### config.mk
export PLATFORM = sky130hd
export DESIGN_NAME = register_bank
export DESIGN_NICKNAME = d
export VERILOG_FILES = /design/src/hdl/cpu_isa_pkg.sv /design/src/hdl/register_bank.sv
export SDC_FILE = /design/constraint.sdc
export NUM_CORES = 2
export LEC_CHECK = 0
export BUFFER_PORTS_ARGS = -buffer_cell sky130_fd_sc_hd__buf_2
export CORE_MARGIN = 3
export CORE_UTILIZATION = 50
export DETAILED_ROUTE_END_ITERATION = 12
export PLACE_DENSITY_LB_ADDON = 0.3
export SLEW_MARGIN = 20
export SYNTH_ARGS = -nofsm -noshare
export SYNTH_HDL_FRONTEND = slang
export SYNTH_SLANG_ARGS = --single-unit
### constraint.sdc
create_clock -name clk -period 2.83 [get_ports clk]
set_input_delay 0.4245 -clock clk [delete_from_list [all_inputs] [get_ports clk]]
set_output_delay 0.4245 -clock clk [all_outputs]
set_load 0.02 [all_outputs]
### src/hdl/cpu_isa_pkg.sv
`default_nettype none

package cpu_isa_pkg;

    localparam int xlen = 32;

    typedef logic [xlen-1:0] word_t;
    typedef logic [4:0] reg_idx_t;

    // Major opcodes of the supported subset
    typedef enum logic [6:0] {
        opc_op     = 7'b0110011,
        opc_op_imm = 7'b0010011,
        opc_lui    = 7'b0110111,
        opc_load   = 7'b0000011,
        opc_store  = 7'b0100011,
        opc_branch = 7'b1100011
    } opcode_e;

    typedef enum logic [2:0] {
        alu_add,
        alu_sub,
        alu_and,
        alu_or,
        alu_xor,
        alu_slt,
        alu_pass_b  // LUI
    } alu_op_e;

    // Instruction format, selects the immediate layout
    typedef enum logic [2:0] {
        cls_none,
        cls_r,
        cls_i,
        cls_s,
        cls_b,
        cls_u
    } instr_class_e;

    localparam logic [2:0] f3_add_sub = 3'b000;
    localparam logic [2:0] f3_slt     = 3'b010;
    localparam logic [2:0] f3_xor     = 3'b100;
    localparam logic [2:0] f3_or      = 3'b110;
    localparam logic [2:0] f3_and     = 3'b111;
    localparam logic [2:0] f3_word    = 3'b010; // LW / SW
    localparam logic [2:0] f3_beq     = 3'b000;

    localparam logic [6:0] f7_base = 7'b0000000;
    localparam logic [6:0] f7_alt  = 7'b0100000; // SUB

endpackage

`default_nettype wire
### src/hdl/register_bank.sv
`timescale 1ns/1ps
`default_nettype none

module register_bank (
    input  logic                  clk,
    input  logic                  rst_n,
    input  logic                  write_enable,
    input  cpu_isa_pkg::reg_idx_t write_idx,
    input  logic [31:0]           write_value,
    input  cpu_isa_pkg::reg_idx_t rs1_idx,
    input  cpu_isa_pkg::reg_idx_t rs2_idx,
    output logic [31:0]           rs1_value,
    output logic [31:0]           rs2_value
);
    import cpu_isa_pkg::*;

    word_t regs [32];

    // Bypass the write in flight so decode sees it in the same cycle
    function automatic word_t read_port(input reg_idx_t idx);
        if (idx == '0)
            return '0;
        if (write_enable && (idx == write_idx))
            return write_value;
        return regs[idx];
    endfunction

    always_ff @(posedge clk or negedge rst_n) begin
        if (!rst_n) begin
            for (int i = 0; i < 32; i++)
                regs[i] <= '0;
        end else if (write_enable && (write_idx != '0)) begin
            regs[write_idx] <= write_value;
        end
    end

    always_comb begin
        rs1_value = read_port(rs1_idx);
        rs2_value = read_port(rs2_idx);
    end

endmodule

`default_nettype wire

==> results_dict.tcl <==
set metrics [dict create \
    largest_registers "regs: 1024 flops" \
    route.detailed.drc 0 \
    die_area_mm2 0.116 \
    antenna_found_initial 12 \
    required_ns 2.41 \
    max_clock_freq_mhz 320 \
    gr-total-overflow 0 \
    gp_congestion 0.926 \
    slew_viol_final 0 \
    power.density_mw_per_mm2 664 \
    setup_viol 41 \
    post-route-period-util 1.10 \
    path_max_fanout 2 \
    rows 122 \
    nets 4380 \
    hpwl_mm 130 \
    tightest_slew_ns 0.834 \
    syn_nets 3970 \
    synthTopCellsByArea "dfrtp_1, mux2_2, mux4_2, mux2i_1, clkbuf_1" \
    hold_violations 0 \
    regMostFlops "regs" \
    yosysSeqAreaShare 0.458 \
    clk_latency_ns 0.71 \
    syn_avg_cell_area_um2 14.3 \
    avgViaCountPerCell 6.87 \
    arrival_ns 2.70 \
    drive_gt1_frac 0.617 \
    synth_top_cell_area_share 0.458 \
    synth_area_mm2 0.0560 \
    die_width_um 341 \
    finalPower_mw 45.9 \
    cts_root_buf "clkbuf_16" \
    fin_ws_ns -0.291 \
    synth_top_area_cell "dfrtp_1" \
    cts_buffers 110 \
    r2r_cells 3 \
    synth_most_common_cell "mux2_2" \
    ioPinCount 114 \
    wire_per_inst_um 34.2 \
    violations "setup timing" \
    area_delta_synth_final_pct 23.5 \
    worstSetupPathDepth 6 \
    cpMostUsedCell "a2111oi_4" \
    ys_dominant_reg_cell "dfrtp_1" \
    synth_edf_count 0 \
    ys_warn_count 0 \
    cts_tree "built" \
    vias 40615 \
    ir_drop_uv 635 \
    synth-async-reset-ratio 1.00 \
    fin_worst_skew_ns 0 \
    die_y_um 341 \
    tns_ns -2.62 \
    crit_path_top_delay_cell "mux4_2" \
    ys_ff_latch 1024 \
    grt_pass1_wl_mm 292 \
    clk_pin_slew_ns 0.06 \
    initial_core_util 0.505 \
    start_kind "flop" \
    ys_top_cells_by_count "mux2_2, dfrtp_1, mux4_2" \
    grt_pass1_vias 41488 \
    postRouteAntennaNets 0 \
    dr.pass1.iters 5 \
    synth_cell_types 63 \
    grtUsageTotal 0.344 \
    drt_iter0_drc 4539 \
    largest_register_ffs 1024 \
    numPortBuffers 113 \
    relSlewSlack 0.444 \
    core_area_mm2 0.111 \
    wl_mm 202 \
    hold_depth 2 \
    p_leak_nw 30.2 \
    cp_top_family "multiplexers" \
    clock-sinks 1024 \
    max_stage_delay_ns 0.51 \
    path_cells "mux4_2 > mux2i_2 > a2111oi_4 > a2111oi_4 > nor3_4 > buf_6" \
    htreeDepth 3 \
    hold_class "in2reg" \
    worstSetupPathType "reg2out" \
    cts.path.max_buffers 3 \
    synthesis.instances 3920 \
    max_cap_viol_count 0 \
    cp.buffers_inverters 1 \
    fin_crit_ns 3.12 \
    crit_path_end_kind "output port" \
    grt_max_degree 94 \
    rsz0062_at_grt "true" \
    status "finished, violations left" \
]
worst paths after layout:
path                                     start             to  slack, ns
worst max-delay path                 regs[284]  rs1_value[28]      -0.29
worst min-delay path            write_value[1]      regs[673]       0.14
worst max register to register       regs[284]      regs[284]       1.80
worst min register to register      regs[1023]     regs[1023]       0.40
max in group asynchronous                rst_n      regs[291]       1.47
min in group asynchronous                rst_n      regs[843]       0.30
cell type report:
cell class | count | area [um^2]
clock buffers | 157 | 3220
fillers | 8219 | 41700
diodes | 9 | 22.5
well taps | 1488 | 1860
flip-flops and latches | 1024 | 25600
inverters | 10 | 38.8
clock inverters | 43 | 510
repair buffers | 733 | 7760
multi-input cells | 2451 | 30100
kinds of logic after synthesis:
logic type             after synthesis  share of synthesized area
AND/OR/NAND/NOR                    347                     0.0319
flip-flops                        1024                      0.458
XOR/XNOR                            10                    0.00156
AO/OA/AOI/OAI                      373                     0.0507
multiplexers                      1721                      0.414
buffers and inverters              445                     0.0442
layout by cell type (no fill, tap or decap), types with 25 or more instances in the layout:
cell type	Yosys	routed
a221oi_1	48	29
a221oi_2	7	25
buf_12	12	141
buf_2	126	47
buf_4	29	459
buf_6	38	63
clkbuf_16	0	115
clkbuf_8	0	27
dfrtp_1	1024	1024
mux2_2	1105	1102
mux2i_1	250	217
mux4_2	365	365
nand2_1	48	31
nor2_1	91	65
nor3_1	93	28
nor3_2	2	50
o22ai_1	107	75
o22ai_2	0	27
worst register-to-register path, cell delays in order, from the launching register on:
cell     delay, ns
dfrtp_1       0.40
buf_6         0.13
buf_4         0.12
mux2_2        0.26
layer usage:
metal / wire length [um] / global-route usage
met3: 22000 / 0.0951
met1: 77100 / 0.453
met4: 12800 / 0.201
met5: 27 / 0
met2: 90100 / 0.512
timing repair:
| item | 4_1_cts | 5_1_grt |
|---|---|---|
| setup endpoints to repair | 62 | 63 |
| cloned | 7 | 3 |
| resized for setup | 312 | 201 |
| pin swaps | 137 | 103 |
| hold buffers | 1 | 0 |
| setup buffers | 84 | 14 |
| endpoints found under the hold margin | 23 | 0 |
stage by stage:
| step | instance area [um^2] | setup WS, ns | std cells | hold WS, ns | util |
|---|---|---|---|---|---|
| finish | 69100 | -0.291 | 5915 | 0.138 | 0.624 |
| global route | 69100 | -0.344 | 5909 | 0.162 | 0.624 |
| CTS | 68000 | -0.363 | 5905 | 0.104 | 0.613 |
| detailed placement | 62200 | -0.466 | 5646 | 0.385 | 0.561 |
| global placement | 62200 | -0.527 | 5646 | 0.379 | 0.561 |
| floorplan | 56000 | 0.229 | 3920 | 0.129 | - |
report_power, final:
part	internal [mW]	leakage, nW	switching, mW	total (mW)
Clock	8.79	1.82	6.25	15.0
Combinational	6.47	15.3	4.81	11.3
Sequential	17.4	13.1	2.14	19.6
Total	32.7	30.2	13.2	45.9
Power figures use the tool's default switching activity.
