`config.mk`:
```
export PLATFORM = sky130hd
export DESIGN_NAME = decode
export DESIGN_NICKNAME = d
export VERILOG_FILES = /design/src/hdl/cpu_isa_pkg.sv /design/src/hdl/cpu_pipe_pkg.sv /design/src/hdl/decode.sv
export SDC_FILE = /design/constraint.sdc
export NUM_CORES = 1
export LEC_CHECK = 0
export BUFFER_PORTS_ARGS = -buffer_cell sky130_fd_sc_hd__clkbuf_2
export CORE_MARGIN = 5
export CORE_UTILIZATION = 41
export DETAILED_ROUTE_END_ITERATION = 6
export PLACE_DENSITY = 0.8
export SLEW_MARGIN = 15
export SYNTH_ARGS = -nofsm -noshare
export SYNTH_HDL_FRONTEND = slang
export SYNTH_SLANG_ARGS = --single-unit
```
`constraint.sdc`:
```
create_clock -name clk -period 1.05 [get_ports clk]
set_input_delay 0.105 -clock clk [delete_from_list [all_inputs] [get_ports clk]]
set_output_delay 0.105 -clock clk [all_outputs]
set_load 0.02 [all_outputs]
```
`src/hdl/cpu_isa_pkg.sv`:
```
`default_nettype none

package cpu_isa_pkg;

    localparam int xlen = 32;

    typedef logic [xlen-1:0] word_t;
    typedef logic [4:0] reg_idx_t;

    // Major opcodes of the supported subset
    typedef enum logic [6:0] {
        opc_op     = 7'b0110011,
        opc_op_imm = 7'b0010011,
        opc_lui    = 7'b0110111,
        opc_load   = 7'b0000011,
        opc_store  = 7'b0100011,
        opc_branch = 7'b1100011
    } opcode_e;

    typedef enum logic [2:0] {
        alu_add,
        alu_sub,
        alu_and,
        alu_or,
        alu_xor,
        alu_slt,
        alu_pass_b  // LUI
    } alu_op_e;

    // Instruction format, selects the immediate layout
    typedef enum logic [2:0] {
        cls_none,
        cls_r,
        cls_i,
        cls_s,
        cls_b,
        cls_u
    } instr_class_e;

    localparam logic [2:0] f3_add_sub = 3'b000;
    localparam logic [2:0] f3_slt     = 3'b010;
    localparam logic [2:0] f3_xor     = 3'b100;
    localparam logic [2:0] f3_or      = 3'b110;
    localparam logic [2:0] f3_and     = 3'b111;
    localparam logic [2:0] f3_word    = 3'b010; // LW / SW
    localparam logic [2:0] f3_beq     = 3'b000;

    localparam logic [6:0] f7_base = 7'b0000000;
    localparam logic [6:0] f7_alt  = 7'b0100000; // SUB

endpackage

`default_nettype wire
```
`src/hdl/cpu_pipe_pkg.sv`:
```
`default_nettype none

package cpu_pipe_pkg;

    import cpu_isa_pkg::*;

    // Control bundle that follows an instruction down the pipe
    typedef struct packed {
        logic     valid;
        logic     reg_write;
        reg_idx_t rd;
        logic     mem_read;
        logic     mem_write;
        logic     branch;
        alu_op_e  alu_op;
        logic     alu_src;   // Immediate as operand b
    } ctrl_t;

    typedef struct packed {
        logic  valid;
        word_t pc;
        word_t instr;
    } if_de_t;

    typedef struct packed {
        ctrl_t ctrl;
        word_t pc;
        word_t imm;
        word_t rs1_value;
        word_t rs2_value;
    } de_ex_t;

    typedef struct packed {
        ctrl_t ctrl;
        word_t pc;
        word_t result;
        word_t store_data;
        word_t branch_target;
        logic  take_branch;
    } ex_mem_t;

    typedef struct packed {
        ctrl_t ctrl;
        word_t pc;
        word_t wb_data;
    } mem_wb_t;

    // Commit record seen outside the core
    typedef struct packed {
        logic     valid;
        word_t    pc;
        reg_idx_t rd;
        word_t    data;
        logic     store;
    } retire_t;

endpackage

`default_nettype wire

```
`src/hdl/decode.sv`:
```
`timescale 1ns/1ps
`default_nettype none

module decode (
    input  logic                  clk,
    input  logic                  rst_n,
    input  logic                  enable,
    input  logic                  flush,
    input  cpu_pipe_pkg::if_de_t  if_de,
    input  logic [31:0]           rs1_value,
    input  logic [31:0]           rs2_value,
    output cpu_isa_pkg::reg_idx_t rs1_idx,
    output cpu_isa_pkg::reg_idx_t rs2_idx,
    output cpu_pipe_pkg::de_ex_t  de_ex
);
    import cpu_isa_pkg::*;
    import cpu_pipe_pkg::*;

    opcode_e      opcode;
    logic [2:0]   funct3;
    logic [6:0]   funct7;
    reg_idx_t     rd;
    instr_class_e iclass;
    logic         legal;
    word_t        imm;
    ctrl_t        ctrl;

    assign opcode  = opcode_e'(if_de.instr[6:0]);
    assign rd      = if_de.instr[11:7];
    assign funct3  = if_de.instr[14:12];
    assign funct7  = if_de.instr[31:25];
    assign rs1_idx = if_de.instr[19:15];
    assign rs2_idx = if_de.instr[24:20];

    always_comb begin
        ctrl   = '0;
        iclass = cls_none;
        legal  = 1'b0;
        case (opcode)
            opc_op: begin
                iclass         = cls_r;
                legal          = 1'b1;
                ctrl.reg_write = 1'b1;
                case ({funct7, funct3})
                    {f7_base, f3_add_sub}: ctrl.alu_op = alu_add;
                    {f7_alt,  f3_add_sub}: ctrl.alu_op = alu_sub;
                    {f7_base, f3_slt}:     ctrl.alu_op = alu_slt;
                    {f7_base, f3_xor}:     ctrl.alu_op = alu_xor;
                    {f7_base, f3_or}:      ctrl.alu_op = alu_or;
                    {f7_base, f3_and}:     ctrl.alu_op = alu_and;
                    default:               legal = 1'b0;
                endcase
            end
            opc_op_imm: begin   // ADDI only
                iclass         = cls_i;
                legal          = (funct3 == f3_add_sub);
                ctrl.reg_write = 1'b1;
                ctrl.alu_src   = 1'b1;
                ctrl.alu_op    = alu_add;
            end
            opc_lui: begin
                iclass         = cls_u;
                legal          = 1'b1;
                ctrl.reg_write = 1'b1;
                ctrl.alu_src   = 1'b1;
                ctrl.alu_op    = alu_pass_b;
            end
            opc_load: begin
                iclass         = cls_i;
                legal          = (funct3 == f3_word);
                ctrl.reg_write = 1'b1;
                ctrl.mem_read  = 1'b1;
                ctrl.alu_src   = 1'b1;
                ctrl.alu_op    = alu_add;
            end
            opc_store: begin
                iclass         = cls_s;
                legal          = (funct3 == f3_word);
                ctrl.mem_write = 1'b1;
                ctrl.alu_src   = 1'b1;
                ctrl.alu_op    = alu_add;
            end
            opc_branch: begin
                iclass      = cls_b;
                legal       = (funct3 == f3_beq);
                ctrl.branch = 1'b1;
            end
            default: legal = 1'b0;
        endcase

        // x0 as destination keeps the instruction but drops the write
        ctrl.reg_write = ctrl.reg_write && (rd != '0);
        ctrl.rd        = ctrl.reg_write ? rd : '0;
        ctrl.valid     = legal && if_de.valid;
        if (!ctrl.valid)
            ctrl = '0;
    end

    always_comb begin
        case (iclass)
            cls_i:   imm = {{20{if_de.instr[31]}}, if_de.instr[31:20]};
            cls_s:   imm = {{20{if_de.instr[31]}}, if_de.instr[31:25], if_de.instr[11:7]};
            cls_b:   imm = {{19{if_de.instr[31]}}, if_de.instr[31], if_de.instr[7],
                            if_de.instr[30:25], if_de.instr[11:8], 1'b0};
            cls_u:   imm = {if_de.instr[31:12], 12'b0};
            default: imm = '0;
        endcase
    end

    always_ff @(posedge clk or negedge rst_n) begin
        if (!rst_n) begin
            de_ex <= '0;
        end else if (enable) begin
            if (flush) begin
                de_ex <= '0;
            end else begin
                de_ex.ctrl      <= ctrl;
                de_ex.pc        <= if_de.pc;
                de_ex.imm       <= imm;
                de_ex.rs1_value <= rs1_value;
                de_ex.rs2_value <= rs2_value;
            end
        end
    end

endmodule

`default_nettype wire

```
==> flow_summary.ini, run 1 <==
[cells_and_area]
seq_area_mm2 = 0.00355
drive_above_1_share = 0.521
multi_input_area_mm2 = 0.00259
fin_cells = 1241
top_regs = de_ex (142)
layout.nets = 1147
largest_register = de_ex
nFillCells = 912
largest_reg_flops = 142
synthToLayoutAreaGrowth_pct = 78.2

[cts]
clk_transition_reported_paths_ps = 60
worstSkewPairLatency_ps = 410
clk_path_buf_depth = 2
cts_tree = done
cts_sinks = 142
cts_inserted_buffers = 17
cts_root_buffer = clkbuf_16
htree_num_levels = 4

[timing]
holdWs_ps = 11.1
drv_slew = 0
hold_viol = 0
maxSlewHeadroom = 0.641
setup_viol_count_final = 111
final.setup.worst_slack_ps = -65.6
min_period_over_period = 1.06
tns_ps = -1500
finalClockSkew_ps = 0
tightest_slew_ps = 534
min_period_ps = 1120
rsz0062_at_grt = true
fmax_mhz = 896

[power_and_ir_drop]
peakVddDrop_mv = 0.967
power.density_mw_per_mm2 = 1310
power_leakage_nw = 5.39

[status]
run_status = complete, but fails checks
violations = setup timing

[synthesis]
netlist_area_mm2 = 0.00643
synth-seq-cells = 142
netlist.area_leader.share = 0.553
synth_common_cells = 142 x dfrtp_1, 106 x nor2b_1, 96 x a31o_2
synth_nets = 711
yosysMostFrequentCell = dfrtp_1
yosys.area.top_type = dfrtp_1
synth.distinct_cells = 45
avgSynthCellArea_um2 = 11.1
yosysWarnings = 0
yosysSeqAreaShare = 0.553
synth_enable_flop_cells = 0
async_flop_share = 1.00
ys_top_cells_by_area = dfrtp_1 55%, a31o_2 13%, nor2b_1 10%, inv_1 2.6%, o22ai_2 1.9%
synth-main-ff-cell = dfrtp_1
synthCells = 578

[drt]
vias = 6635
drt-total-wl_mm = 25.2
antenna_left = 0
wl_per_cell_um = 20.3
initialDrtViolationCount = 472
firstDrtPassIters = 5
drc = 0
via_per_inst = 5.35

[global_routing]
grt_pass1_vias = 6605
grt_max_degree = 52
grt_antenna_before_repair = 0
grt_pass1_wl_mm = 34.6
globalRouteTotalUtil = 0.239
grt_overflow = 0

[setup_path]
cp_slowest_cell = dfrtp_1
crit_required_ps = 940
r2r-end = de_ex[8]$_DFFE_PN0P_
slowest_delay_ps = 420
crit_path_end_kind = output port
path_max_fanout = 2
reg2reg_setup_slack_ps = 0
crit_chain = clkbuf_8
reg2regPathDepth = 3
r2r-start = de_ex[8]$_DFFE_PN0P_
critPathBufInv = 1
start_kind = flip-flop
critPathTopFamily = flip-flops
path_depth = 1
worstPathArrival_ps = 1010
critical_path_class = reg -> out

[die]
num_io_pins = 285
dieArea_mm2 = 0.0183
rows = 45
core_mm2 = 0.0153
die_y_um = 135
die_w_um = 135
initial_core_util = 0.420

[hold_path]
min_from = if_de[18]
hold_path_class = in -> reg
min_to = de_ex[82]$_DFFE_PN0P_
whs_path_depth = 3

[placement]
dp_hpwl_mm = 13.9
port_buffers = 284
place_inst = 1072
gp_congestion = 0.809
place_ws_ps = -407

[job]
maxCapViolCount = 0
how the worst max path moves through the flow:
stage	start	endpoint
6_report	de_ex[8]$_DFFE_PN0P_	de_ex[8]
3_3_place_gp	if_de[25]	de_ex[130]$_DFFE_PN0P_
5_1_grt	de_ex[8]$_DFFE_PN0P_	de_ex[8]
4_1_cts	de_ex[138]$_DFFE_PN0P_	de_ex[138]
2_1_floorplan	if_de[3]	de_ex[86]$_DFFE_PN0P_
3_5_place_dp	if_de[25]	de_ex[130]$_DFFE_PN0P_
worst min-delay path, delay by kind of cell:
family / cells / cell delay [ps]
AO/OA/AOI/OAI: 2 / 170
buffers and inverters: 1 / 100
cells by family after synthesis:
logic type | count (synthesis) | synth area share
AO/OA/AOI/OAI | 180 | 0.227
AND/OR/NAND/NOR | 150 | 0.147
buffers and inverters | 104 | 0.0708
multiplexers | 1 | 0.00175
XOR/XNOR | 1 | 0.00136
flip-flops | 142 | 0.553
placed cells by master, fill, tap and decap left out, types with 5 or more instances in the layout:
cell and n:
dfrtp_1 142, clkinv_2 5, dlygate4sd3_1 109, inv_1 45, buf_8 9, buf_4 70, o21ai_1 6, o21ai_0 9
buf_6 118, buf_12 13, clkbuf_16 17, nor2b_1 106, nand2_1 9, a41oi_1 5, clkbuf_8 21, o22ai_1 11
o22ai_2 17, a21oi_1 20, clkbuf_2 134, a31o_2 96
report_power, final:
group | internal [mW] | total [mW] | switching, mW | leakage, nW
Combinational | 1.64 | 3.07 | 1.43 | 3.22
Sequential | 5.76 | 6.00 | 0.231 | 1.89
Clock | 3.56 | 6.00 | 2.44 | 0.279
Total | 11.0 | 15.1 | 4.10 | 5.39
area by class of cell:
| cell class | count | share of cell area |
|---|---|---|
| Antenna cell | 3 | 0.000655 |
| Clock buffer | 18 | 0.0383 |
| Clock inverter | 14 | 0.0123 |
| Inverter | 46 | 0.0151 |
| Multi-Input combinational cell | 333 | 0.226 |
| Sequential cell | 142 | 0.310 |
| Tap cell | 211 | 0.0230 |
| Timing Repair Buffer | 474 | 0.375 |
routing by layer:
metal / routed length [um] / GRT usage
met3: 2020 / 0.0750
met2: 13000 / 0.413
met4: 1090 / 0.0997
met5: 0 / 0
met1: 9010 / 0.275
stage by stage:
stage | utilization | area [um^2] | power (mW)
2_1_floorplan | - | 6550 | 7.17
3_3_place_gp | 0.556 | 8520 | 8.16
3_5_place_dp | 0.556 | 8520 | 8.20
4_1_cts | 0.686 | 10500 | 14.6
5_1_grt | 0.748 | 11400 | 15.6
6_report | 0.748 | 11500 | 15.1
timing repair:
item / CTS / global route
endpoints found under the hold margin: 249 / 0
hold buffers: 109 / 0
endpoints found under the setup margin: 142 / 174
pin swaps: 0 / 2
resized for setup: 58 / 377
gates cloned: 0 / 1
buffers inserted: 8 / 18
Note: power is estimated with default switching activity, not from simulation.
==> run 2, diff against run 1 <==
Settings changed: CELL_PAD_IN_SITES_DETAIL_PLACEMENT set to 0, CELL_PAD_IN_SITES_GLOBAL_PLACEMENT set to 1, CORE_UTILIZATION 41 to 35, PLACE_DENSITY 0.8 to 0.88.
==> run 2 against run 1 <==
- the flow still finishes with violations (setup timing)
- setup slack improved by 6.3 ps
- clock power rose by 5.3%
- wire length is 8.0% lower
- first-iteration DRC count is 53% lower
- sequential cell count unchanged
- sequential power about the same
- register-to-register slack better by 40 ps
- clock skew unchanged
- power rose by 1.7%
- largest cell class unchanged
- highest routed layer unchanged
==> flow_summary.ini, run 2 (synthesized netlist as in run 1, its figures left out) <==
[drt]
via_per_inst = 4.99
initialDrtViolationCount = 223
firstDrtPassIters = 5
antenna_left = 0
wl_per_cell_um = 18.2
drc = 0
drt-total-wl_mm = 23.1
vias = 6343

[die]
core_mm2 = 0.0180
rows = 49
die_w_um = 146
initial_core_util = 0.357
num_io_pins = 285
dieArea_mm2 = 0.0212
die_y_um = 146

[setup_path]
worstPathArrival_ps = 1000
slowest_delay_ps = 430
crit_required_ps = 940
r2r-start = de_ex[11]$_DFFE_PN0P_
crit_chain = buf_6
path_max_fanout = 2
reg2reg_setup_slack_ps = 40
critPathTopFamily = flip-flops
start_kind = flip-flop
crit_path_end_kind = output port
r2r-end = de_ex[11]$_DFFE_PN0P_
critical_path_class = reg -> out
cp_slowest_cell = dfrtp_1
critPathBufInv = 1
reg2regPathDepth = 3

[placement]
port_buffers = 284
place_area_mm2 = 0.00860
dp_hpwl_mm = 14.1
place_inst = 1102
gp_congestion = 0.866

[power_and_ir_drop]
power.density_mw_per_mm2 = 1330
peakVddDrop_mv = 1.09
total_power_mw = 15.3
power_leakage_nw = 5.45

[timing]
maxSlewHeadroom = 0.694
fmax_mhz = 901
holdWs_ps = 18.3
final.setup.worst_slack_ps = -59.3
tightest_slew_ps = 456
finalClockSkew_ps = 0
drv_slew = 0
min_period_over_period = 1.06
setup_viol_count_final = 63
rsz0062_at_grt = true
min_period_ps = 1110
hold_viol = 0

[hold_path]
min_to = de_ex[67]$_DFFE_PN0P_
hold_path_class = in -> reg
whs_path_depth = 2
min_from = if_de[23]

[global_routing]
grt_antenna_before_repair = 1
grt_max_degree = 51
grt_overflow = 0
grt_pass1_vias = 6438
grt_pass1_wl_mm = 34.2
globalRouteTotalUtil = 0.197

[cts]
cts_sinks = 142
htree_num_levels = 4
cts_root_buffer = clkbuf_16
clk_transition_reported_paths_ps = 60
cts_inserted_buffers = 17
cts_tree = done
worstSkewPairLatency_ps = 410
clk_path_buf_depth = 2

[cells_and_area]
most-common-layout-cells = 142 x dfrtp_1, 137 x clkbuf_2, 121 x buf_6, 111 x dlygate4sd3_1, 104 x nor2b_1
top_regs = de_ex (142)
synthToLayoutAreaGrowth_pct = 79.7
drive_above_1_share = 0.519
fin_cells = 1270
nFillCells = 1282
multi_input_area_mm2 = 0.00254
final_common_cell = dfrtp_1
seq_area_mm2 = 0.00355
finalInstanceArea_mm2 = 0.0116
layout.nets = 1160
largest_reg_flops = 142
largest_register = de_ex

[status]
violations = setup timing
run_status = complete, but fails checks

[job]
maxCapViolCount = 0
-- run 2: cell types whose count changed in the layout (fill, tap and decap cells not counted), sizes merged --
cell,change
buf,+13
bufinv,+1
clkbuf,-1
clkinv,-1
clkinvlp,-2
diode,-2
dlygate4sd3,+2
inv,+2
nand4bb,-1
-- run 2: worst max path at each step --
stage	slack, ps	cells after the start	start	to
after floorplan	-310	6	if_de[3]	de_ex[86]$_DFFE_PN0P_
after global placement	-360	5	if_de[3]	de_ex[134]$_DFFE_PN0P_
after detailed placement	-370	5	if_de[3]	de_ex[134]$_DFFE_PN0P_
after CTS	-70	1	de_ex[130]$_DFFE_PN0P_	de_ex[130]
after global routing	-100	6	if_de[6]	de_ex[140]$_DFFE_PN0P_
final	-60	1	de_ex[20]$_DFFE_PN0P_	de_ex[20]
-- run 2: final cells by class --
type	instances	share of cell area
Clock inverter	14	0.0156
Multi-Input combinational cell	332	0.220
Sequential cell	142	0.308
Inverter	46	0.0151
Timing Repair Buffer	488	0.379
Antenna cell	1	0.000217
Tap cell	229	0.0248
Clock buffer	18	0.0380
-- run 2: repair_timing --
action	4_1_cts	5_1_grt
setup endpoints to repair	142	160
pin swaps	0	9
resized for setup	54	383
setup buffers	7	17
hold buffers	111	0
cloned	0	1
endpoints found under the hold margin	250	0
-- run 2: metrics by stage --
step	setup TNS [ps]	utilization	worst slack [ps]
6_report	-777	0.641	-59.3
3_3_place_gp	-13710	0.477	-359
5_1_grt	-5920	0.641	-96.6
4_1_cts	-3740	0.589	-70.6
2_1_floorplan	-9210	-	-314
3_5_place_dp	-14770	0.477	-370
-- run 2: report_power, final --
part | internal [mW] | switching, mW
Combinational | 1.65 | 1.38
Clock | 3.85 | 2.47
Sequential | 5.76 | 0.216
Total | 11.3 | 4.07
-- run 2: layer usage --
layer  GRT usage  up-vias  routed length, um
li1            -     2941                  -
met1       0.234     3081               8820
met2       0.330      273              12000
met3      0.0642       48               1650
met4      0.0774        0                680
met5           0        -                  0
