--- src/hdl/cpu_isa_pkg.sv ---
`default_nettype none

package cpu_isa_pkg;

    localparam int xlen = 32;

    typedef logic [xlen-1:0] word_t;
    typedef logic [4:0] reg_idx_t;

    // Major opcodes of the supported subset
    typedef enum logic [6:0] {
        opc_op     = 7'b0110011,
        opc_op_imm = 7'b0010011,
        opc_lui    = 7'b0110111,
        opc_load   = 7'b0000011,
        opc_store  = 7'b0100011,
        opc_branch = 7'b1100011
    } opcode_e;

    typedef enum logic [2:0] {
        alu_add,
        alu_sub,
        alu_and,
        alu_or,
        alu_xor,
        alu_slt,
        alu_pass_b  // LUI
    } alu_op_e;

    // Instruction format, selects the immediate layout
    typedef enum logic [2:0] {
        cls_none,
        cls_r,
        cls_i,
        cls_s,
        cls_b,
        cls_u
    } instr_class_e;

    localparam logic [2:0] f3_add_sub = 3'b000;
    localparam logic [2:0] f3_slt     = 3'b010;
    localparam logic [2:0] f3_xor     = 3'b100;
    localparam logic [2:0] f3_or      = 3'b110;
    localparam logic [2:0] f3_and     = 3'b111;
    localparam logic [2:0] f3_word    = 3'b010; // LW / SW
    localparam logic [2:0] f3_beq     = 3'b000;

    localparam logic [6:0] f7_base = 7'b0000000;
    localparam logic [6:0] f7_alt  = 7'b0100000; // SUB

endpackage

`default_nettype wire
--- src/hdl/cpu_pipe_pkg.sv ---
`default_nettype none

package cpu_pipe_pkg;

    import cpu_isa_pkg::*;

    // Control bundle that follows an instruction down the pipe
    typedef struct packed {
        logic     valid;
        logic     reg_write;
        reg_idx_t rd;
        logic     mem_read;
        logic     mem_write;
        logic     branch;
        alu_op_e  alu_op;
        logic     alu_src;   // Immediate as operand b
    } ctrl_t;

    typedef struct packed {
        logic  valid;
        word_t pc;
        word_t instr;
    } if_de_t;

    typedef struct packed {
        ctrl_t ctrl;
        word_t pc;
        word_t imm;
        word_t rs1_value;
        word_t rs2_value;
    } de_ex_t;

    typedef struct packed {
        ctrl_t ctrl;
        word_t pc;
        word_t result;
        word_t store_data;
        word_t branch_target;
        logic  take_branch;
    } ex_mem_t;

    typedef struct packed {
        ctrl_t ctrl;
        word_t pc;
        word_t wb_data;
    } mem_wb_t;

    // Commit record seen outside the core
    typedef struct packed {
        logic     valid;
        word_t    pc;
        reg_idx_t rd;
        word_t    data;
        logic     store;
    } retire_t;

endpackage

`default_nettype wire

--- src/hdl/fetch.sv ---
`timescale 1ns/1ps
`default_nettype none

module fetch #(
    parameter logic [31:0] RESET_PC = 32'h0000_0000
) (
    input  logic                 clk,
    input  logic                 rst_n,
    input  logic                 enable,
    input  logic                 flush,
    input  logic [31:0]          redirect_target,
    input  logic [31:0]          rom_data,
    output logic [31:0]          rom_address,
    output cpu_pipe_pkg::if_de_t if_de
);

    logic [31:0] pc;

    assign rom_address = pc;   // ROM answers in the same cycle

    always_ff @(posedge clk or negedge rst_n) begin
        if (!rst_n) begin
            pc    <= RESET_PC;
            if_de <= '0;
        end else if (enable) begin
            if (flush) begin
                // Word at pc is on the wrong path
                pc    <= redirect_target;
                if_de <= '0;
            end else begin
                pc          <= pc + 32'd4;
                if_de.valid <= 1'b1;
                if_de.pc    <= pc;
                if_de.instr <= rom_data;
            end
        end
    end

endmodule

`default_nettype wire

--- config.mk ---
export PLATFORM = sky130hd
export DESIGN_NAME = fetch
export DESIGN_NICKNAME = d
export VERILOG_FILES = /design/src/hdl/cpu_isa_pkg.sv /design/src/hdl/cpu_pipe_pkg.sv /design/src/hdl/fetch.sv
export SDC_FILE = /design/constraint.sdc
export NUM_CORES = 1
export LEC_CHECK = 0
export ABC_AREA = 0
export CELL_PAD_IN_SITES_DETAIL_PLACEMENT = 1
export CELL_PAD_IN_SITES_GLOBAL_PLACEMENT = 1
export CORE_ASPECT_RATIO = 1.5
export CORE_MARGIN = 1.5
export CORE_UTILIZATION = 30
export DETAILED_ROUTE_END_ITERATION = 8
export DONT_BUFFER_PORTS = 1
export HOLD_SLACK_MARGIN = 0.03
export PLACE_DENSITY = 0.66
export SLEW_MARGIN = 5
export SYNTH_ARGS = -nofsm -noshare
export SYNTH_HDL_FRONTEND = slang
export SYNTH_SLANG_ARGS = --single-unit
--- constraint.sdc ---
create_clock -name clk -period 5.2 [get_ports clk]
set_input_delay 1.04 -clock clk [delete_from_list [all_inputs] [get_ports clk]]
set_output_delay 1.04 -clock clk [all_outputs]
set_load 0.02 [all_outputs]
==> impl_metrics.env, run 1 <==
export IMPL_critPathTopFamily="simple AND/OR/NAND/NOR gates"
export IMPL_yosys_warnings=0
export IMPL_ys_seq_area_share_pct=51.5
export IMPL_path_buf_inv=0
export IMPL_cts_tree="built"
export IMPL_hold_buffers=0
export IMPL_grt_overflow=0
export IMPL_post_place_ws_ns=2.68
export IMPL_vias_per_cell=5.51
export IMPL_rows=55
export IMPL_crit_slowest_cell="dfrtp_1"
export IMPL_crit_required_ns=5.48
export IMPL_fin_crit_ns=2.25
export IMPL_synth_top_area_share_pct=51.5
export IMPL_place_congestion=0.791
export IMPL_layout_drive_gt1_share_pct=20.8
export IMPL_firstDrtPassIters=4
export IMPL_synth_most_common_cell="dfrtp_1"
export IMPL_start_kind="flop"
export IMPL_leakage_nw=2.23
export IMPL_hold_violations=0
export IMPL_die_h_um=157
export IMPL_start_util_pct=31.0
export IMPL_synth_edf_count=0
export IMPL_root_buffer="clkbuf_16"
export IMPL_grt_pass1_wl_um=21100
export IMPL_grt_pass1_vias=3722
export IMPL_tns_ns=0
export IMPL_synthDistinctLibCells=41
export IMPL_fin_nets=487
export IMPL_syn_to_final_growth_pct=7.94
export IMPL_dpl_hpwl_um=9060
export IMPL_clockBufferDepth=2
export IMPL_ys_ff_latch=97
export IMPL_crit_path_end_kind="flop"
export IMPL_ir_worst_vdd_mv=0.146
export IMPL_dieArea_um2=16500
export IMPL_path_max_fanout=8
export IMPL_rsz0062_at_grt="no"
export IMPL_p_per_area_nw_per_um2=392
export IMPL_path_clk_slew_ns=0.07
export IMPL_final_setup_viol_count=0
export IMPL_synthCells=438
export IMPL_synth_area_um2=4710
export IMPL_slowest_delay_ns=0.56
export IMPL_clk_latency_ns=0.35
export IMPL_vias=3427
export IMPL_synth_fp_nets=507
export IMPL_hold_path_class="in -> async"
export IMPL_track_usage_pct=16.5
export IMPL_post_cts_buffers=0
export IMPL_totalWireLength_um=13400
export IMPL_clock_skew_final_ns=0.00694
export IMPL_core_um2=15200
export IMPL_post_route_drc_count=0
export IMPL_diodes=0
export IMPL_drtIter0Drc=146
export IMPL_synth_ff_type="dfrtp_1"
export IMPL_drv_slew=0
export IMPL_crit_type="reg -> reg"
export IMPL_fmaxAchievable_ghz=0.445
export IMPL_yosys_top_cells_area="dfrtp_1 (51%), a31o_2 (9.8%), nor2b_1 (8.0%), mux2i_1 (3.2%), o22ai_1 (2.5%)"
export IMPL_cap_viol_max_count=0
export IMPL_arrival_ns=2.52
export IMPL_die_w_um=105
export IMPL_fin_ws_ns=2.95
export IMPL_relSlewSlack_pct=38.9
export IMPL_cts_sinks=97
export IMPL_avgSynthCellArea_um2=10.8
export IMPL_cts_resized=0
export IMPL_synth_largest_area_cell="dfrtp_1"
export IMPL_cts_buffers=9
export IMPL_portBuffers=0
export IMPL_async_reset_ff_share_pct=100
export IMPL_grt_max_degree=156
export IMPL_path_cells="ha_1, nand4_2, nor3_4, nand4_1, or3_1, nand3_1"
export IMPL_status="finished clean"
export IMPL_tightest_slew_ns=0.914
export IMPL_yosys_top_cells_count="dfrtp_1 (97), nor2b_1 (60), a31o_2 (53)"
export IMPL_ios=165
export IMPL_antenna_left=0
export IMPL_wl_per_cell_um=21.6
export IMPL_h_tree_depth=3
export IMPL_fin_crit_sh_pct=43.2
export IMPL_antenna_found_initial=0
## placed cells by master, fill, tap and decap left out, types with 3 or more instances in the layout
| master | n |
|---|---|
| a21oi_1 | 19 |
| a22oi_1 | 8 |
| a31o_2 | 53 |
| and3_1 | 9 |
| clkbuf_16 | 9 |
| clkbuf_8 | 3 |
| dfrtp_1 | 97 |
| inv_1 | 5 |
| mux2_2 | 10 |
| mux2i_1 | 15 |
| nand2_1 | 30 |
| nand3_1 | 16 |
| nand4_1 | 8 |
| nor2_1 | 18 |
| nor2b_1 | 60 |
| nor3_1 | 4 |
| o21ai_0 | 9 |
| o22ai_1 | 19 |
## state kept, by name (all words and copies together), names as in the netlist
signal and count:
if_de 65, rom_address 32
## through the flow
stage,hold slack (ns),cell area (um2),instances,utilization [%],total power [mW]
3_3_place_gp,0.629,4780,606,31.4,1.30
5_1_grt,0.366,5090,622,33.5,2.10
2_1_floorplan,0.594,4710,438,-,1.26
3_5_place_dp,0.635,4780,606,31.4,1.32
4_1_cts,0.368,5090,622,33.5,2.03
6_report,0.387,5090,622,33.5,1.99
## final timing paths
kind,startpoint,end,slack (ns),cells after the start
setup / recovery,rom_address[3]$_DFFE_PN0P_,rom_address[24]$_DFFE_PN0P_,2.95,6
hold / removal,rst_n,if_de[64]$_DFFE_PN0P_,0.39,0
setup reg to reg,rom_address[3]$_DFFE_PN0P_,rom_address[24]$_DFFE_PN0P_,2.95,6
hold reg to reg,if_de[64]$_DFFE_PN0P_,if_de[64]$_DFFE_PN0P_,0.64,2
max in group asynchronous,rst_n,if_de[40]$_DFFE_PN0P_,4.67,0
min in group clk,if_de[64]$_DFFE_PN0P_,if_de[64]$_DFFE_PN0P_,0.64,2
## final cells by class
| cell class | count | area, um2 |
|---|---|---|
| Fill cell | 1697 | 10100 |
| Sequential cell | 97 | 2430 |
| Multi-Input combinational cell | 303 | 2070 |
| Clock buffer | 14 | 274 |
| Tap cell | 199 | 249 |
| Clock inverter | 2 | 35.0 |
| Inverter | 6 | 22.5 |
| Timing Repair Buffer | 1 | 7.51 |
## where the power goes
part	internal [mW]	switching, mW
clock network	0.412	0.282
registers	0.843	0.246
logic	0.114	0.0972
## cells by family (layout without fill, tap and decap cells)
group | count (synthesis) | after routing | share of synthesized area (%)
AND/OR/NAND/NOR | 157 | 157 | 19.5
flip-flops | 97 | 97 | 51.5
multiplexers | 25 | 25 | 5.57
AO/OA/AOI/OAI | 120 | 120 | 18.7
buffers and inverters | 38 | 23 | 4.54
adder cells (fa/ha/maj) | 1 | 1 | 0.265
## routing by layer
layer,up-vias,routed length [um],track usage (%)
li1,1564,-,-
met1,1732,5210,18.9
met2,119,6930,28.6
met3,12,1080,5.37
met4,0,211,6.26
met5,-,0,0
Note: power is estimated with default switching activity, not from simulation.
==> inputs of run 2 (changes only) <==
- PLACE_DENSITY: 0.66 -> 0.68
- clock period: 5.2 -> 1.8 ns (I/O delays scaled with it)
==> run 2 against run 1 <==
Compared with the run above:
- the flow now finishes with violations (hold timing)
- setup slack worse by 2.9 ns
- sequential power grew to 2.6 times the previous value
- total power rose to 3.0 times the previous value
- non-clock buffer count increased by 35
- global-route usage up 0.075 points
- critical path depth rose by 1
==> impl_metrics.env, run 2 (same netlist as run 1, synthesis figures left out) <==
export IMPL_relSlewSlack_pct=31.8
export IMPL_totalWireLength_um=13600
export IMPL_grt_pass1_wl_um=21400
export IMPL_r2r_end="rom_address[22]$_DFFE_PN0P_"
export IMPL_die_h_um=157
export IMPL_whs_ns=-0.289
export IMPL_cts_buffers=9
export IMPL_wl_per_cell_um=20.8
export IMPL_hold_violations=97
export IMPL_grt_overflow=0
export IMPL_reg2reg_from="rom_address[3]$_DFFE_PN0P_"
export IMPL_clk_latency_ns=0.34
export IMPL_crit_type="reg -> reg"
export IMPL_antenna_left=0
export IMPL_dpl_hpwl_um=9340
export IMPL_path_clk_slew_ns=0.08
export IMPL_hold_path_class="in -> async"
export IMPL_largest_reg_flops=65
export IMPL_tightest_slew_ns=1.02
export IMPL_design_area_um2=5390
export IMPL_post_place_ws_ns=0.0253
export IMPL_layout_commonest_cell="dfrtp_1"
export IMPL_cts_sinks=97
export IMPL_ir_worst_vdd_mv=0.514
export IMPL_regMostFlops="if_de"
export IMPL_clock_skew_final_ns=0.0126
export IMPL_fin_nets=522
export IMPL_violations="hold timing"
export IMPL_leakage_nw=2.40
export IMPL_grt_max_degree=156
export IMPL_layout_drive_gt1_share_pct=28.6
export IMPL_path_max_fanout=7
export IMPL_vias=3565
export IMPL_syn_to_final_growth_pct=14.4
export IMPL_start_kind="flop"
export IMPL_place_congestion=0.807
export IMPL_drv_slew=0
export IMPL_portBuffers=0
export IMPL_placed_area_um2=5050
export IMPL_p_per_area_nw_per_um2=1100
export IMPL_tns_ns=0
export IMPL_arrival_ns=1.94
export IMPL_status="finished with violations"
export IMPL_crit_required_ns=2.02
export IMPL_crit_path_end_kind="flop"
export IMPL_ff2ff_setup_slack_ns=0.08
export IMPL_post_route_drc_count=0
export IMPL_fin_crit_ns=1.72
export IMPL_fmaxAchievable_ghz=0.582
export IMPL_cap_viol_max_count=0
export IMPL_fin_crit_sh_pct=95.4
export IMPL_r2r_cells=7
export IMPL_clockBufferDepth=2
export IMPL_final_setup_viol_count=0
export IMPL_fin_ws_ns=0.0823
export IMPL_antenna_found_initial=0
export IMPL_die_w_um=105
export IMPL_ios=165
export IMPL_firstDrtPassIters=4
export IMPL_cts_tree="built"
export IMPL_final_cell_mix="dfrtp_1 (96), nor2b_1 (60), a31o_2 (53), buf_4 (35), nand2_1 (29)"
export IMPL_rsz0062_at_grt="no"
export IMPL_rows=55
export IMPL_dieArea_um2=16500
export IMPL_track_usage_pct=16.6
export IMPL_vias_per_cell=5.43
export IMPL_core_um2=15200
export IMPL_grt_pass1_vias=3826
export IMPL_start_util_pct=31.0
export IMPL_h_tree_depth=3
export IMPL_drtIter0Drc=156
export IMPL_root_buffer="clkbuf_16"
export IMPL_diodes=0
==> run 2: per-stage QoR <==
stage	total power [mW]	std cells	util, %
after floorplan	3.65	438	-
after global placement	3.94	640	33.2
after detailed placement	3.98	640	33.2
after CTS	5.99	656	35.2
after global routing	6.21	657	35.4
final	5.93	657	35.4
==> run 2: how the worst max path moves through the flow <==
stage	cells after the start	endpoint	start	slack, ns
after global routing	7	rom_address[22]$_DFFE_PN0P_	rom_address[3]$_DFFE_PN0P_	0.002
after CTS	7	rom_address[22]$_DFFE_PN0P_	rom_address[3]$_DFFE_PN0P_	0.01
after global placement	7	rom_address[27]$_DFFE_PN0P_	rom_address[2]$_DFFE_PN0P_	0.14
after floorplan	6	rom_address[24]$_DFFE_PN0P_	rom_address[2]$_DFFE_PN0P_	0.005
after detailed placement	7	rom_address[22]$_DFFE_PN0P_	rom_address[3]$_DFFE_PN0P_	0.03
final	7	rom_address[22]$_DFFE_PN0P_	rom_address[3]$_DFFE_PN0P_	0.08
==> run 2: timing repair <==
action / CTS / global route
endpoints found under the hold margin: 97 / 97
setup endpoints to repair: 0 / 11
resized for setup: 0 / 6
setup buffers: 0 / 1
==> run 2: layout make-up <==
class / instances / area (um2)
fill: 1676 / 9820
sequential: 97 / 2430
multi-input combinational: 303 / 2100
timing repair buffer: 36 / 283
tap: 199 / 249
clock buffer: 10 / 239
clock inverter: 6 / 65.1
inverter: 6 / 22.5
==> run 2: worst max-delay path, cell delays in order (launching register included) <==
cell and delay (ns):
dfrtp_2 0.40, ha_2 0.23, nand4_4 0.16, nor3_4 0.23, buf_4 0.18, nand3_1 0.10, mux2i_1 0.19, o211ai_1 0.11
==> run 2: layer usage <==
metal	part of all wire, %	vias to the layer above	track usage [%]
li1	-	1628	-
met1	40	1790	19.7
met2	52	133	29.0
met3	6.6	14	4.54
met4	1.5	0	5.35
met5	0	-	0
==> run 2: where the power goes <==
| group | internal (mW) | total (mW) | switching (mW) |
|---|---|---|---|
| clock network | 1.12 | 1.98 | 0.865 |
| logic | 0.465 | 1.08 | 0.611 |
| registers | 2.44 | 2.87 | 0.434 |
| total | 4.02 | 5.93 | 1.91 |
==> inputs of run 3 (changes only) <==
- CORE_ASPECT_RATIO: 1.5 -> default
==> run 3 against run 2 <==
Compared with the run above:
- the run still ends with hold timing left
- first-iteration DRC count is 42% lower
- hold slack worse by 0.017 ns
- cell count is 2.3% higher
- via count is 0.56% higher
- fmax is 1.6% lower
- flip-flop and latch count stayed put
- critical endpoint is now rom_address[31]$_DFFE_PN0P_
==> impl_metrics.env, run 3 (same netlist as run 1, synthesis figures left out) <==
export IMPL_fin_ws_ns=0.0548
export IMPL_vias_per_cell=5.33
export IMPL_switching_power_mw=1.93
export IMPL_fin_nets=525
export IMPL_hold_violations=97
export IMPL_clockBufferDepth=2
export IMPL_wl_per_cell_um=20.5
export IMPL_place_congestion=0.810
export IMPL_ios=165
export IMPL_top_layer="met5"
export IMPL_path_max_fanout=5
export IMPL_dpl_hpwl_um=9210
export IMPL_clk_latency_ns=0.36
export IMPL_wl_met3_um=1340
export IMPL_start_util_pct=30.9
export IMPL_design_area_um2=5420
export IMPL_grt_overflow=0
export IMPL_whs_ns=-0.306
export IMPL_final_setup_viol_count=0
export IMPL_final_util_pct=35.5
export IMPL_drtIter0Drc=90
export IMPL_start_kind="flop"
export IMPL_layout_commonest_cell="dfrtp_1"
export IMPL_pwr_share_clk_pct=32.4
export IMPL_tightest_slew_ns=0.975
export IMPL_track_usage_pct=16.7
export IMPL_final_cell_mix="dfrtp_1 (96), nor2b_1 (60), a31o_2 (53), buf_4 (37), nand2_1 (30)"
export IMPL_dp_cells=652
export IMPL_hold_path_class="in -> async"
export IMPL_r2r_end="rom_address[31]$_DFFE_PN0P_"
export IMPL_status="finished with violations"
export IMPL_syn_to_final_growth_pct=15.0
export IMPL_path_clk_slew_ns=0.07
export IMPL_p_per_area_nw_per_um2=1080
export IMPL_crit_type="reg -> reg"
export IMPL_fmaxAchievable_ghz=0.573
export IMPL_cap_viol_max_count=0
export IMPL_portBuffers=0
export IMPL_crit_path_end_kind="flop"
export IMPL_leakage_nw=2.41
export IMPL_wl_met2_um=6380
export IMPL_post_place_ws_ns=-0.0138
export IMPL_switching_share_pct=32.9
export IMPL_vias=3585
export IMPL_p_int_mw=3.93
export IMPL_fin_cells=672
export IMPL_totalWireLength_um=13800
export IMPL_firstDrtPassIters=4
export IMPL_cts_tree="built"
export IMPL_rows=45
export IMPL_combPwrFrac_pct=18.5
export IMPL_r2r_cells=6
export IMPL_relSlewSlack_pct=34.7
export IMPL_dieArea_um2=16500
export IMPL_antenna_found_initial=1
export IMPL_fin_crit_ns=1.75
export IMPL_arrival_ns=2.01
export IMPL_cts_buffers=9
export IMPL_rsz0062_at_grt="yes"
export IMPL_root_buffer="clkbuf_16"
export IMPL_core_um2=15300
export IMPL_die_h_um=128
export IMPL_ir_worst_vdd_mv=0.475
export IMPL_crit_required_ns=2.06
export IMPL_post_route_drc_count=0
export IMPL_cts_sinks=97
export IMPL_regMostFlops="if_de"
export IMPL_placed_area_um2=5060
export IMPL_die_w_um=128
export IMPL_drv_slew=0
export IMPL_reg2reg_from="rom_address[3]$_DFFE_PN0P_"
export IMPL_grt_pass1_wl_um=20900
export IMPL_diodes=0
export IMPL_h_tree_depth=3
export IMPL_fin_crit_sh_pct=97.0
export IMPL_violations="hold timing"
export IMPL_m1WireLength_um=5830
export IMPL_grt_pass1_vias=3712
export IMPL_ff2ff_setup_slack_ns=0.05
export IMPL_clock_skew_final_ns=0.0110
export IMPL_largest_reg_flops=65
export IMPL_seq_power_share_pct=49.1
export IMPL_antenna_left=0
export IMPL_layout_drive_gt1_share_pct=28.6
export IMPL_grt_max_degree=156
run 3: cell types whose count changed in the layout (fill, tap and decap cells not counted), sizes merged:
cell      change
bufinv        -1
buf           +3
clkbuf        +1
clkinv        -1
clkinvlp      +1
run 3: worst max-delay path: stages (launching register included):
cell	delay, ns
dfrtp_2	0.36
buf_4	0.18
nand3_4	0.11
nor4_4	0.35
buf_4	0.20
nand4_1	0.15
o311ai_2	0.31
run 3: layout make-up:
class / instances / area [um2]
fillers: 1672 / 9840
flip-flops and latches: 97 / 2430
multi-input cells: 303 / 2110
repair buffers: 39 / 309
clock inverters: 5 / 37.5
inverters: 6 / 22.5
well taps: 211 / 264
clock buffers: 11 / 253
run 3: through the flow:
stage / setup TNS [ns] / power (mW)
after floorplan: 0 / 3.65
after detailed placement: -0.0138 / 3.98
final: 0 / 5.86
after global routing: -0.228 / 6.15
after CTS: 0 / 5.92
after global placement: 0 / 3.93
run 3: power by group through the flow:
stage                     registers (mW)  clock network (mW)  logic [mW]
after CTS                           2.88                1.96        1.07
after global placement              2.91                   0        1.03
after detailed placement            2.91                   0        1.07
after global routing                2.91                2.05        1.19
after floorplan                     3.03                   0       0.619
final                               2.88                1.90        1.08
run 3: metal layers:
metal,up-vias,track usage (%)
li1,1646,-
met3,15,6.65
met2,125,26.5
met4,2,6.68
met5,-,0
met1,1797,20.5
run 3: how the worst max path moves through the flow:
stage | from | endpoint | slack (ns) | cells after the start
after global placement | rom_address[2]$_DFFE_PN0P_ | rom_address[27]$_DFFE_PN0P_ | 0.08 | 7
after CTS | rom_address[2]$_DFFE_PN0P_ | rom_address[24]$_DFFE_PN0P_ | 0.001 | 6
after floorplan | rom_address[2]$_DFFE_PN0P_ | rom_address[24]$_DFFE_PN0P_ | 0.005 | 6
after global routing | rom_address[2]$_DFFE_PN0P_ | rom_address[31]$_DFFE_PN0P_ | -0.06 | 6
final | rom_address[3]$_DFFE_PN0P_ | rom_address[31]$_DFFE_PN0P_ | 0.05 | 6
after detailed placement | rom_address[2]$_DFFE_PN0P_ | rom_address[27]$_DFFE_PN0P_ | -0.01 | 7
run 3: what timing repair did:
action                                 CTS  global route
setup endpoints to repair                2            11
pin swaps                                0             4
resized for setup                        1             5
endpoints found under the hold margin   97            97
buffers inserted                         0             4
cloned                                   0             0
